### config.mk
export PLATFORM = sky130hd
export DESIGN_NAME = warp_decoder
export DESIGN_NICKNAME = d
export VERILOG_FILES = /design/src/hdl/gpu_isa_pkg.sv /design/src/hdl/gpu_core_pkg.sv /design/src/hdl/warp_decoder.sv
export VERILOG_INCLUDE_DIRS = /design/src /design/src/hdl
export SDC_FILE = /design/constraint.sdc
export NUM_CORES = 1
export LEC_CHECK = 0
export BUFFER_PORTS_ARGS = -buffer_cell sky130_fd_sc_hd__buf_4
export CORE_UTILIZATION = 39
export CTS_CLUSTER_SIZE = 28
export DETAILED_ROUTE_END_ITERATION = 12
export HOLD_SLACK_MARGIN = 0.08
export PLACE_DENSITY = 0.85
export SYNTH_ARGS = -nofsm -noshare
export SYNTH_HDL_FRONTEND = slang
export SYNTH_SLANG_ARGS = --single-unit
### constraint.sdc
create_clock -name clk -period 3.1 [get_ports clk]
set_input_delay 0.31 -clock clk [delete_from_list [all_inputs] [get_ports clk]]
set_output_delay 0.31 -clock clk [all_outputs]
set_load 0.1 [all_outputs]
### src/hdl/gpu_config.svh
`ifndef GPU_CONFIG_SVH
`define GPU_CONFIG_SVH

// Number of warp slots in one core
`define GPU_MAX_WARPS 2

// Register and data memory word width
`define GPU_DATA_WIDTH 32

`define GPU_IMEM_ADDR_WIDTH 8
`define GPU_DMEM_ADDR_WIDTH 8

// Registers per warp including the warp index register
`define GPU_NUM_REGS 8

`endif

### src/hdl/gpu_isa_pkg.sv
package gpu_isa_pkg;

    localparam int INSTR_WIDTH    = 32;
    localparam int OPCODE_WIDTH   = 4;
    localparam int REG_ADDR_WIDTH = 3;
    localparam int IMM_WIDTH      = 16;

    // Low bit of each field in the instruction word
    localparam int OPCODE_LSB = 28;
    localparam int RD_LSB     = 25;
    localparam int RS1_LSB    = 22;
    localparam int RS2_LSB    = 19;

    typedef logic [REG_ADDR_WIDTH-1:0] reg_addr_t;
    typedef logic [INSTR_WIDTH-1:0]    instruction_t;

    typedef enum logic [OPCODE_WIDTH-1:0] {
        OP_ADDI  = 4'h1,
        OP_ADD   = 4'h2,
        OP_SUB   = 4'h3,
        OP_BNE   = 4'h4,
        OP_LOAD  = 4'h5,
        OP_STORE = 4'h6,
        OP_HALT  = 4'hf
    } opcode_t;

endpackage

### src/hdl/gpu_core_pkg.sv
`include "gpu_config.svh"

package gpu_core_pkg;

    typedef logic [$clog2(`GPU_MAX_WARPS)-1:0]   warp_id_t;
    typedef logic [$clog2(`GPU_MAX_WARPS+1)-1:0] warp_count_t;

    typedef enum logic [2:0] {
        WARP_IDLE, WARP_FETCH, WARP_DECODE, WARP_REQUEST,
        WARP_WAIT, WARP_EXECUTE, WARP_UPDATE, WARP_DONE
    } warp_state_t;

    typedef enum logic [1:0] {FETCHER_IDLE, FETCHER_FETCHING, FETCHER_DONE} fetcher_state_t;

    typedef enum logic [1:0] {LSU_IDLE, LSU_REQUESTING, LSU_WAITING, LSU_DONE} lsu_state_t;

endpackage

### src/hdl/warp_decoder.sv
`timescale 1ns/10ps
`include "gpu_config.svh"

module warp_decoder
    import gpu_core_pkg::*, gpu_isa_pkg::*;
(
    input  logic                       clk,
    input  logic                       reset,
    input  warp_state_t                warp_state,
    input  instruction_t               instruction,
    output opcode_t                    opcode,
    output reg_addr_t                  rd,
    output reg_addr_t                  rs1,
    output reg_addr_t                  rs2,
    output logic [`GPU_DATA_WIDTH-1:0] immediate,
    output logic                       reg_write_enable,
    output logic                       mem_read_enable,
    output logic                       mem_write_enable,
    output logic                       branch,
    output logic                       halt
);

    opcode_t op;

    assign op = opcode_t'(instruction[OPCODE_LSB +: OPCODE_WIDTH]);

    always_ff @(posedge clk) begin
        if (reset) begin
            reg_write_enable <= 1'b0;
            mem_read_enable <= 1'b0;
            mem_write_enable <= 1'b0;
            branch <= 1'b0;
            halt <= 1'b0;
        end else if (warp_state == WARP_DECODE) begin
            opcode <= op;
            rd <= instruction[RD_LSB +: REG_ADDR_WIDTH];
            rs1 <= instruction[RS1_LSB +: REG_ADDR_WIDTH];
            rs2 <= instruction[RS2_LSB +: REG_ADDR_WIDTH];
            // Sign extend the 16 bit immediate
            immediate <= {{(`GPU_DATA_WIDTH - IMM_WIDTH){instruction[IMM_WIDTH-1]}},
                          instruction[IMM_WIDTH-1:0]};
            reg_write_enable <= op inside {OP_ADDI, OP_ADD, OP_SUB, OP_LOAD};
            mem_read_enable <= (op == OP_LOAD);
            mem_write_enable <= (op == OP_STORE);
            branch <= (op == OP_BNE);
            halt <= (op == OP_HALT);
        end
    end

endmodule

# Yosys cells after proc, flatten, opt, wreduce, memory -nomap -nowiden
# Index checks and enable logic that the tools add are counted.
[classes] n_addsub=0 n_mul=0 div_mod_pow=0 magnitude_cmp=0 n_eq_ne=8 shift=0 n_mux=0 n_bitwise=1 n_reduce_logical=2
[ops] op="== test 4 x 3 -> 1 bit (second input constant)" count=3
[ops] op="== test 4 x 2 -> 1 bit (second input constant)" count=2
[ops] op="== test 4 x 1 -> 1 bit (second input constant)" count=1
[ops] op="== test 4 bit (second input constant)" count=1
[ops] op="nonzero test 4 bit" count=1
[ops] op="== test 3 x 2 -> 1 bit (second input constant)" count=1
[ops] op="AND reduction 2 bit" count=1
[ops] op="inverter 1 bit" count=1
[totals] reg_bits=34 latch_bits=0 mem_bits_rw=0 romBits=0 in_bits=37 output_inout_bits=50 word_cells=21 n_memories=0

# Longest topological paths before layout
# Gate-level depths: netlist (run 1).
[depth] depth_word=2 mapped_depth=4 depth_no_buf=3

# Worst setup path before layout (run 1)
# No wires, ideal clock.
[synth_timing] path_type="input to register" from="input warp_state[0]" to="register immediate[0], enable pin" setup_ps=415 arrival_ps=2058 required_time_ps=2685 setup_slack_ps=627 path_stages=3 path_buffers=1 path_cell_list="or3b_1 -> clkbuf_2 -> nor2_1"
[synth_via] elab_chain_len=2
[synth_lines] element="from (decl)" line_no="warp_decoder.sv:9" source="input warp_state_t warp_state,"
[synth_lines] element="== test 3 x 2 -> 1 bit" line_no="warp_decoder.sv:34" source="end else if (warp_state == WARP_DECODE) begin"
[synth_lines] element="AND reduction 2 bit (no source line)"
[synth_lines] element="to (signal assigned)" line_no="warp_decoder.sv:40" source="immediate <= {{(`GPU_DATA_WIDTH - IMM_WIDTH){instruction[IMM_WIDTH-1]}},"
[synth_lines] element="to (decl)" line_no="warp_decoder.sv:15" source="output logic [`GPU_DATA_WIDTH-1:0] immediate,"
# No other way between the ends.
# A chain may end at the register's enable or synchronous reset.

# Final worst setup path (run 1)
[layout_timing] from="input warp_state[0]" to="register immediate[4], enable pin"
# Same word-level chain as after synthesis.

==> results of run 1 <==
through the flow:
stage,total power [mW],std cells,utilization (%),cell area (sq um)
2_1_floorplan,0.6749,73,-,1212
3_3_place_gp,0.7277,171,61.67,1759
3_5_place_dp,0.7310,171,61.67,1759
4_1_cts,0.9838,179,63.90,1823
5_1_grt,1.012,179,63.90,1823
6_report,0.9724,179,63.90,1823
cell families after synthesis:
family          Yosys count  synth area share [%]
buf+inv                  17                 10.32
simple gates             17                 7.535
compound gates            5                 2.064
flops                    34                 80.08
power by group through the flow:
stage | Clock (mW) | Combinational (mW) | Sequential [mW]
6_report | 0.253 | 0.205 | 0.514
2_1_floorplan | 0 | 0.0624 | 0.612
5_1_grt | 0.286 | 0.211 | 0.515
3_3_place_gp | 0 | 0.204 | 0.524
4_1_cts | 0.263 | 0.206 | 0.514
3_5_place_dp | 0 | 0.206 | 0.525
synth_stat cells:
| cell | n |
|---|---|
| edfxtp_1 | 29 |
| buf_4 | 16 |
| a21oi_1 | 5 |
| dfxtp_1 | 5 |
| nand2_1 | 5 |
| nor2_1 | 3 |
| nand3_1 | 2 |
| and2_1 | 1 |
| clkbuf_2 | 1 |
| nand4_1 | 1 |
| nand4b_1 | 1 |
| nor2b_1 | 1 |
| nor3b_1 | 1 |
| or3b_1 | 1 |
| or4_1 | 1 |
path summary, 6_finish.rpt:
kind                    start          endpoint  slack, ps
max             warp_state[0]      immediate[4]       1350
min           instruction[12]     immediate[12]        140
max reg2reg              halt              halt       2460
min reg2reg  reg_write_enable  reg_write_enable        470
sequential cells by signal, summed over array words and instances (netlist names):
| signal | cells |
|---|---|
| mem_read_enable | 1 |
| immediate | 16 |
| opcode | 4 |
| branch | 1 |
| halt | 1 |
| rd | 3 |
| mem_write_enable | 1 |
| reg_write_enable | 1 |
| rs2 | 3 |
| rs1 | 3 |
area by class of cell:
| class | count | area share (%) |
|---|---|---|
| repair buffers | 84 | 34.59 |
| clock inverters | 2 | 0.6863 |
| multi-input cells | 22 | 6.520 |
| well taps | 31 | 2.128 |
| flip-flops and latches | 34 | 53.26 |
| clock buffers | 6 | 2.814 |
metal layers:
layer  up-vias  part of all wire [%]  global-route usage (%)
li1        399                     -                       -
met1       364                    33                   14.59
met2        62                    53                   26.58
met3         7                    13                   6.920
met4         0                   1.7                   7.143
met5         -                     0                       0
worst register-to-register path, stage by stage, from the launching register on:
cell	delay, ps
dfxtp_1	360
nand2_1	60
a21oi_1	150
==> implementation parameters, run 1 <==
Parameter                              Value

Outcome
  Status ... finished, violations left
  Violations in the final reports ... design-rule violations

Placed design
  Total half-perimeter wirelength after legalization and detailed placement ... between 1.5 and 2 mm
  Quantity of I/O buffers inserted on ports ... 83
  Worst slack at placement ... just under 1000 ps
  RePlAce Congestion ... 0.6446

Clock tree
  Clock-pin slew on the worst setup and hold paths ... 100 ps
  Number of buffers between clock root and the deepest sink ... 2
  TritonCTS sink count ... 34
  # Post-CTS Setup Buffers ... 0
  Deepest level of the CTS H-tree ... 2
  Post-CTS resize count ... 0
  Clock Latency Late Sink ... roughly 330 ps
  Count of hold buffers inserted by post-cts repair ... 0
  TritonCTS Buffers ... 5
  TritonCTS clock tree ... done
  Root Buffer Master ... clkbuf_4

Worst hold path
  Depth of the worst hold-timing path ... 1
  Worst hold-check path type ... primary input to flop

Logic synthesis
  Gate count after technology mapping ... 73
  Flip-flop and latch count after synthesis ... 34
  Proportion of synthesized chip area in sequential cells ... 80.08%
  Post-synthesis instance area ... ~1200 sq um
  Post-synthesis average cell area ... ~17 sq um
  Top-area cell type share of the netlist area ... 71.83%
  Top cells by area in the synthesized netlist ... edfxtp_1 (72%), buf_4 (9.9%), dfxtp_1 (8.3%), a21oi_1 (2.1%), nand2_1 (1.5%)
  Net count after synthesis ... 110
  Post-synth top area cell ... edfxtp_1
  Synth warn ... 0
  Number of distinct standard cells referenced by the synthesized netlist ... 15

Floorplanning
  Initial core utilization ... a little over two fifths
  Vertical die dimension ... around 58 microns
  Area of the die ... approximately 3300 sq um
  Number of I/O pins ... slightly below 90
  Core region area ... about 2900 sq um
  Die outline width ... between 50 and 60 microns
  Number of standard-cell rows in the floorplan ... 19

Global routing
  Global-route total usage across every layer ... ~15%
  Number of antenna violations at the first check in global routing ... 0
  Global-route wire length before repair ... 3.505 mm
  Largest net degree at the start of global routing ... 19
  Vias in the first global route ... roughly 800
  Overflow left after global routing ... 0

Power
  Internal power ... 0.6688 mW
  Net switching power ... about 0.30 mW
  Share of total power in the clock network ... a little over a quarter
  Sw frac ... 31.22%
  Pwr dens ... around 530 nW/um^2
  Sequential share of power ... 52.8%
  Max IR drop VDD ... 0.2873 mV
  Combinational share of power ... between 20% and 30%
  P_leak ... 0.7708 nW

Route
  DRC errors left ... 9
  Average routed wire per standard cell ... 13.23 microns
  First-pass iteration count of the detailed router ... 8
  Via count of the routed design ... roughly 830
  Detail Route Antenna Nets ... 0
  Number of DRC markers after the initial detailed-route iteration ... 22
  Via-per-instance ratio ... 4.648
  Wire length after detailed routing ... around 2.4 mm

Worst setup path
  Maximum cell stage delay along the critical path ... roughly 500 ps
  Critical-path cell with the highest stage delay ... nor2_2
  Crit path arrival time ... roughly 1800 ps
  Most common cell on crit path ... buf_4
  CP Capture Type ... flop
  Required time of the worst setup path ... between 3000 and 4000 ps
  Largest fanout on the critical path ... 18
  Gate family responsible for the most delay along the worst path ... simple AND/OR/NAND/NOR gates
  Critical path buffers and inverters ... 2
  Type of the setup path with the least slack ... primary input to flop
  Worst reg-to-reg path cell count ... 2
  List of cells traversed by the critical path ... buf_4 > or3b_1 > nor2_2 > buf_4
  Number of cells on the critical path ... 4
  CP startpoint kind ... primary input

STA
  Hold_ws ... 144.8 ps
  Crit share post-route ... 56.34%
  Period minus WS final ... approximately 1700 ps
  Number of hold-slack violations in the final timing report ... 0
  Final WS setup ... around 1400 ps
  RSZ-0062 raised after global routing ... false
  Peak clock frequency supported by timing ... 572.6 MHz
  Number of failing setup endpoints in the final timing report ... 0
  Final Max Tran Viols ... 0
  Slew at the pin closest to its max-slew limit ... about 600 ps
  Max-slew headroom at the worst pin ... about three fifths
  Post-Route Skew ... 0 ps
  Sum Neg Setup Slack ... 0 ps

Cells and area
  Net count reported at finish ... around 180
  Sequential standard cell area ... about 970 sq um
  Fraction of final layout cells with drive strength greater than 1 ... 62.84%
  Antenna diode count ... 0
  Footprint of the multi-input gates ... 118.9 sq um
  Filler cell count in the final layout ... 238
  Area growth from synthesis to final layout ... 50.36%
  Commonest cells after routing, fill and taps aside ... buf_4 (84), edfxtp_1 (29)
  Most common cell after layout, fill and taps aside ... buf_4

Flow run
  Number of max-capacitance violations reported ... 0
No activity file was read; power rests on OpenSTA's default activity.
==> inputs of run 2 (changes only) <==
==> constraint.sdc (replaced) <==
create_clock -name clk -period 1.7 [get_ports clk]
set_input_delay 0.17 -clock clk [delete_from_list [all_inputs] [get_ports clk]]
set_output_delay 0.17 -clock clk [all_outputs]
set_load 0.1 [all_outputs]
==> run 2 against run 1 <==
Against the previous run: the run still ends with design-rule violations left; register-to-register slack lost 1400 ps; sequential cell count is the same; setup slack lost 1200 ps; wire length grew 15%; design area grew 17%; worst hold slack gained 54 ps; largest power group unchanged; highest routed layer unchanged.
==> implementation parameters, run 2 (synthesis results as in run 1) <==
Parameter                              Value

Outcome
  Status ... finished, violations left
  Violations in the final reports ... design-rule violations

Floorplanning
  Area of the die ... 3336 sq um (unchanged)
  Core region area ... 2853 sq um (unchanged)
  Initial core utilization ... 42.50% (unchanged)
  Number of standard-cell rows in the floorplan ... 19 (unchanged)
  Vertical die dimension ... 57.76 microns (unchanged)
  Number of I/O pins ... 87 (unchanged)
  Die outline width ... 57.76 microns (unchanged)

STA
  Crit share post-route ... 89.41%
  RSZ-0062 raised after global routing ... false
  Slew at the pin closest to its max-slew limit ... 465.3 ps (-122.4 ps)
  Max-slew headroom at the worst pin ... 68.91% (+8.1 points)
  Number of hold-slack violations in the final timing report ... 0 (unchanged)
  Number of failing setup endpoints in the final timing report ... 0 (unchanged)
  Final Max Tran Viols ... 0 (unchanged)
  Peak clock frequency supported by timing ... approximately 660 MHz
  Post-Route Skew ... 0 ps (unchanged)
  Period minus WS final ... 1520 ps

Clock tree
  Count of hold buffers inserted by post-cts repair ... 30 (+30)
  Clock-pin slew on the worst setup and hold paths ... 90 ps (about the same)
  Clock Latency Late Sink ... 320 ps (about the same)
  Post-CTS resize count ... 0 (unchanged)
  TritonCTS Buffers ... 5 (unchanged)
  TritonCTS clock tree ... done
  Number of buffers between clock root and the deepest sink ... 2 (unchanged)
  Root Buffer Master ... clkbuf_4
  # Post-CTS Setup Buffers ... 0 (unchanged)
  TritonCTS sink count ... 34 (unchanged)
  Deepest level of the CTS H-tree ... 2 (unchanged)

Route
  DRC errors left ... 7 (-2)
  Number of DRC markers after the initial detailed-route iteration ... 26 (+18%)
  Via-per-instance ratio ... 4.579 (-1.5%)
  Wire length after detailed routing ... 2.735 mm (+15%)
  Detail Route Antenna Nets ... 0 (unchanged)
  First-pass iteration count of the detailed router ... 10 (+2)
  Via count of the routed design ... 957 (+15%)
  Average routed wire per standard cell ... 13.09 microns (-1.1%)

Power
  Net switching power ... 0.5472 mW (+80%)
  Share of total power in the clock network ... 24.4% (-1.6 points)
  Sequential share of power ... 51.6% (-1.2 points)
  Sw frac ... 30.15% (-1.1 points)
  Max IR drop VDD ... 0.5714 mV (+99%)
  Internal power ... 1.268 mW (+90%)
  P_leak ... 0.9005 nW (+17%)
  Combinational share of power ... 24.0% (+2.9 points)
  Pwr dens ... 849.3 nW/um^2 (+59%)

Worst setup path
  Critical path buffers and inverters ... 1 (-1)
  CP startpoint kind ... flop
  Largest fanout on the critical path ... 17 (-1)
  List of cells traversed by the critical path ... buf_4
  Critical-path cell with the highest stage delay ... edfxtp_1
  Crit path arrival time ... 1350 ps (-420 ps)
  Maximum cell stage delay along the critical path ... 640 ps (+140 ps)
  Gate family responsible for the most delay along the worst path ... flip-flops
  Type of the setup path with the least slack ... flop to primary output
  CP Capture Type ... primary output
  Required time of the worst setup path ... 1530 ps (-1600 ps)

Cells and area
  Largest register by flop count ... immediate
  Final design area excluding fillers ... 2137 sq um (+17%)
  Number of flip-flops in the largest register ... 16 (unchanged)
  Antenna diode count ... 0 (unchanged)
  Most common cell after layout, fill and taps aside ... buf_4
  Largest registers ranked by flip-flop count ... immediate: 16 flops, opcode: 4 flops
  Fraction of final layout cells with drive strength greater than 1 ... 51.69% (-11 points)
  Commonest cells after routing, fill and taps aside ... buf_4 (83), dlygate4sd3_1 (30), edfxtp_1 (29)
  Net count reported at finish ... 214 (+16%)
  Non-filler cells in the finished layout ... 209 (+17%)
  Area growth from synthesis to final layout ... 76.26%

Placed design
  Post-detailed-placement cell area ... 1777 sq um (+1.0%)
  Total half-perimeter wirelength after legalization and detailed placement ... 1.706 mm (-8.4%)
  RePlAce Congestion ... 0.7561 (+17%)
  Quantity of I/O buffers inserted on ports ... 83 (unchanged)
  Placed cells ... 171 (unchanged)

Global routing
  Number of antenna violations at the first check in global routing ... 0 (unchanged)
  Vias in the first global route ... 881 (+11%)
  Global-route total usage across every layer ... 16.62% (+1.7 points)
  Largest net degree at the start of global routing ... 29 (+10)
  Global-route wire length before repair ... 3.884 mm (+11%)
  Overflow left after global routing ... 0 (unchanged)

Flow run
  Number of max-capacitance violations reported ... 0 (unchanged)

Worst hold path
  Worst hold-check path type ... primary input to flop
## run 2: changes by cell type in the layout (fill, tap and decap cells not counted)
cell	delta
buf_12	+1
dlygate4sd3_1	+30
nor2_4	+1
nor2_2	-1
clkinvlp_4	-1
buf_4	-1
clkbuf_1	+1
## run 2: power groups by stage
stage	Combinational, mW	Clock (mW)	Sequential [mW]
4_1_cts	0.433	0.455	0.937
6_report	0.435	0.443	0.937
5_1_grt	0.447	0.483	0.940
3_5_place_dp	0.378	0	0.956
3_3_place_gp	0.374	0	0.955
2_1_floorplan	0.115	0	1.12
## run 2: final timing paths
kind / start / endpoint / slack [ps] / cells past startpoint
setup reg to reg: mem_write_enable / mem_write_enable / 1070 / 2
hold reg to reg: mem_read_enable / mem_read_enable / 470 / 2
hold / removal: warp_state[0] / branch / 200 / 4
setup / recovery: immediate[15] / immediate[20] / 180 / 1
## run 2: metrics by stage
stage / power, mW / utilization (%) / hold WS (ps) / setup TNS [ps] / setup WS [ps]
after floorplan: 1.231 / - / 239.1 / -1125 / -70.31
after global placement: 1.330 / 62.28 / 348.5 / 0 / 208.9
after detailed placement: 1.334 / 62.28 / 349.3 / 0 / 171.7
after CTS: 1.825 / 74.91 / 167.0 / 0 / 156.0
after global routing: 1.869 / 74.91 / 202.6 / 0 / 98.08
final: 1.815 / 74.91 / 198.8 / 0 / 180.0
## run 2: layer usage
metal  track usage, %  wire length, microns
met5                0                     0
met3            5.357                   239
met4            7.143                    31
met2            34.72                  1587
met1            13.60                   876
## run 2: area by class of cell
class	instances	area, sq um
Sequential cell	34	970.9
Timing Repair Buffer	114	943.4
Fill cell	189	715.7
Multi-Input combinational cell	22	123.9
Clock buffer	7	55.05
Tap cell	31	38.79
Clock inverter	1	5.005
==> inputs of run 3 (changes only) <==
--- a/config.mk
+++ b/config.mk
@@ -6,12 +6,13 @@
 export SDC_FILE = /design/constraint.sdc
 export NUM_CORES = 1
 export LEC_CHECK = 0
+export ABC_AREA = 1
 export BUFFER_PORTS_ARGS = -buffer_cell sky130_fd_sc_hd__buf_4
-export CORE_UTILIZATION = 39
+export CORE_UTILIZATION = 40
 export CTS_CLUSTER_SIZE = 28
 export DETAILED_ROUTE_END_ITERATION = 12
 export HOLD_SLACK_MARGIN = 0.08
-export PLACE_DENSITY = 0.85
+export PLACE_DENSITY = 0.86
 export SYNTH_ARGS = -nofsm -noshare
 export SYNTH_HDL_FRONTEND = slang
 export SYNTH_SLANG_ARGS = --single-unit
==> run 3 against run 2 <==
Against the previous run: wire length grew 5.8%; sequential power is essentially flat; die area grew 0.69%; maximum frequency grew 1.1%; register-to-register slack is essentially flat; power shrank 2.4%; the flow still finishes with violations (design-rule violations); clock-buffer cell count is the same; critical path depth is the same; design area grew 0.59%; core utilization grew 0.44 points; worst hold slack lost 13 ps; via count grew 3.6%.
==> implementation parameters, run 3 <==
Parameter                              Value

Placed design
  RePlAce Congestion ... 0.6529 (-14%)
  Placed cells ... 184 (+7.6%)
  Total half-perimeter wirelength after legalization and detailed placement ... 1.762 mm (+3.3%)
  Worst slack at placement ... 526.3 ps (+354.6 ps)
  Quantity of I/O buffers inserted on ports ... 83 (unchanged)

Outcome
  Status ... finished, violations left
  Violations in the final reports ... design-rule violations

Worst setup path
  Worst reg-to-reg path cell count ... 4 (+2)
  CP Capture Type ... primary output
  Critical-path cell with the highest stage delay ... edfxtp_1
  Required time of the worst setup path ... 1530 ps (about the same)
  Maximum cell stage delay along the critical path ... 640 ps (about the same)
  List of cells traversed by the critical path ... buf_4
  Largest fanout on the critical path ... 17 (unchanged)
  Gate family responsible for the most delay along the worst path ... flip-flops
  Crit path arrival time ... 1330 ps (-20 ps)
  Critical path buffers and inverters ... 1 (unchanged)
  Beginning of the critical path ... immediate[15]
  CP startpoint kind ... flop
  Type of the setup path with the least slack ... flop to primary output
  Number of cells on the critical path ... 1 (unchanged)
  FF-to-FF Start ... mem_read_enable

STA
  Post-Route Skew ... 0 ps (unchanged)
  Number of hold-slack violations in the final timing report ... 0 (unchanged)
  Crit share post-route ... 88.48% (-0.93 points)
  Max-slew headroom at the worst pin ... 69.13% (+0.22 points)
  Final WS setup ... 195.8 ps (+15.81 ps)
  Number of failing setup endpoints in the final timing report ... 0 (unchanged)
  Final Max Tran Viols ... 0 (unchanged)
  RSZ-0062 raised after global routing ... false
  Period minus WS final ... 1504 ps (-15.81 ps)
  Slew at the pin closest to its max-slew limit ... 463.0 ps (-2.321 ps)
  Hold_ws ... 185.9 ps (-12.86 ps)
  Peak clock frequency supported by timing ... 664.8 MHz (+1.1%)

Logic synthesis
  Most numerous cell types in the synthesized netlist ... edfxtp_1 (29), buf_4 (16), nand2_1 (15)
  Flip-flop and latch count after synthesis ... 34 (unchanged)
  Number of enable flip-flop cells after synthesis ... 29 (unchanged)
  Most common cell in the netlist ... edfxtp_1
  Synth Area in Compound Gates ... 0% (-2.1 points)
  Top cells by area in the synthesized netlist ... edfxtp_1 (70%), buf_4 (9.6%), dfxtp_1 (8.0%), nand2_1 (4.5%), nor2_1 (1.8%)
  Multiplexer fraction of the synthesized cell area ... 0% (unchanged)
  Post-synthesis instance area ... 1252 sq um (+3.3%)
  Number of distinct standard cells referenced by the synthesized netlist ... 12 (-3)
  Largest family of logic cells by synthesized area ... buffers and inverters
  Xor/xnor share of the synthesized area ... 0% (unchanged)
  Gate count after technology mapping ... 85 (+16%)
  Post-synthesis average cell area ... 14.73 sq um (-11%)
  Post-Synth Adder-Cell Area ... 0% (unchanged)
  Primary FF master, synth ... edfxtp_1
  Proportion of synthesized chip area in sequential cells ... 77.52% (-2.6 points)
  Post-synthesis simple-gate area fraction ... 11.09% (+3.6 points)
  Top-area cell type share of the netlist area ... 69.53% (-2.3 points)
  Synth warn ... 0 (unchanged)
  Proportion of synthesized flip-flops having asynchronous set or reset ... 0% (unchanged)
  Post-synth top area cell ... edfxtp_1
  Net count after synthesis ... 122 (+11%)

Route
  DRC errors left ... 8 (+1)
  Via count of the routed design ... 991 (+3.6%)
  Number of DRC markers after the initial detailed-route iteration ... 25 (-3.8%)
  Wire length after detailed routing ... 2.894 mm (+5.8%)
  Detail Route Antenna Nets ... 0 (unchanged)
  Average routed wire per standard cell ... 13.15 microns (+0.52%)
  First-pass iteration count of the detailed router ... 8 (-2)
  Via-per-instance ratio ... 4.505 (-1.6%)

Power
  Pwr dens ... 824.2 nW/um^2 (-2.9%)
  Max IR drop VDD ... 0.6589 mV (+15%)
  Total Power ... 1.772 mW (-2.4%)
  P_leak ... 0.9585 nW (+6.4%)

Floorplanning
  Number of standard-cell rows in the floorplan ... 19 (unchanged)
  Area of the die ... 3359 sq um (+0.69%)
  Vertical die dimension ... 57.96 microns (+0.35%)
  Core region area ... 2853 sq um (unchanged)
  Initial core utilization ... 43.90% (+1.4 points)
  Number of I/O pins ... 87 (unchanged)
  Die outline width ... 57.96 microns (+0.35%)

Cells and area
  Filler cell count in the final layout ... 200 (+5.8%)
  Antenna diode count ... 0 (unchanged)
  Largest register by flop count ... immediate
  Net count reported at finish ... 226 (+5.6%)
  Fraction of final layout cells with drive strength greater than 1 ... 49.21% (-2.5 points)
  Non-filler cells in the finished layout ... 220 (+5.3%)
  Most common cell after layout, fill and taps aside ... buf_4
  Largest registers ranked by flip-flop count ... immediate: 16 flops, opcode: 4 flops
  Commonest cells after routing, fill and taps aside ... buf_4 (83), dlygate4sd3_1 (29), edfxtp_1 (29), nand2_1 (15), nor2_1 (6)
  Number of flip-flops in the largest register ... 16 (unchanged)
  Area growth from synthesis to final layout ... 71.63%

Clock tree
  Deepest level of the CTS H-tree ... 2 (unchanged)
  Number of buffers between clock root and the deepest sink ... 2 (unchanged)
  Root Buffer Master ... clkbuf_4
  TritonCTS Buffers ... 5 (unchanged)
  TritonCTS sink count ... 34 (unchanged)
  Post-CTS resize count ... 0 (unchanged)
  TritonCTS clock tree ... done
  Clock-pin slew on the worst setup and hold paths ... 90 ps (about the same)
  Clock Latency Late Sink ... 310 ps (about the same)

Flow run
  Number of max-capacitance violations reported ... 0 (unchanged)

Worst hold path
  Worst hold-check path type ... primary input to flop
  Hold Startpoint ... reset
  Depth of the worst hold-timing path ... 4 (unchanged)

Global routing
  Vias in the first global route ... 1018 (+16%)
  Overflow left after global routing ... 0 (unchanged)
  Largest net degree at the start of global routing ... 34 (+17%)
  Global-route total usage across every layer ... 18.23% (+1.6 points)
  Number of antenna violations at the first check in global routing ... 0 (unchanged)
  Global-route wire length before repair ... 4.409 mm (+14%)
run 3: cell count changes after synthesis, sizes merged, moves of 3 or more:
cell	before	now
a21oi	5	0
nand2	5	15
nor2	3	7
nand3	2	5
inv	0	6
run 3: final cells by class:
| cell class | instances | area [sq um] | share of cell area (%) |
|---|---|---|---|
| clock buffers | 7 | 45.04 | 2.095 |
| inverters | 6 | 22.52 | 1.048 |
| multi-input cells | 29 | 138.9 | 6.461 |
| flip-flops and latches | 34 | 970.9 | 45.17 |
| well taps | 31 | 38.79 | 1.804 |
| repair buffers | 113 | 933.4 | 43.42 |
run 3: worst paths after layout:
check	to	slack [ps]
worst max register to register	mem_read_enable	1070
worst max-delay path	immediate[17]	200
worst min-delay path	mem_read_enable	190
worst min register to register	halt	500
run 3: kinds of logic after synthesis:
| family | after synthesis |
|---|---|
| buffers and inverters | 22 |
| and+or+nand+nor | 29 |
| DFF | 34 |
run 3: where the power goes:
part	total, mW	internal, mW	switching (mW)
clock	0.381	0.156	0.225
combinational	0.452	0.141	0.310
sequential	0.939	0.929	0.00948
total	1.77	1.23	0.545
run 3: metrics by stage:
stage | setup TNS [ps] | util (%) | cell area, sq um
2_1_floorplan | -1125 | - | 1252
3_3_place_gp | 0 | 63.60 | 1814
3_5_place_dp | 0 | 63.60 | 1814
4_1_cts | 0 | 75.35 | 2150
5_1_grt | 0 | 75.35 | 2150
6_report | 0 | 75.35 | 2150
run 3: timing repair:
action	4_1_cts	5_1_grt
endpoints found under the hold margin	29	0
hold buffers	29	0
buffers inserted	0	0
run 3: layer usage:
layer	routed length [microns]	vias up	part of all wire [%]	track usage (%)
li1	-	479	-	-
met1	926	445	32	15.49
met2	1631	63	56	36.62
met3	310	4	11	8.482
met4	25	0	0.86	5.102
met5	0	-	0	0
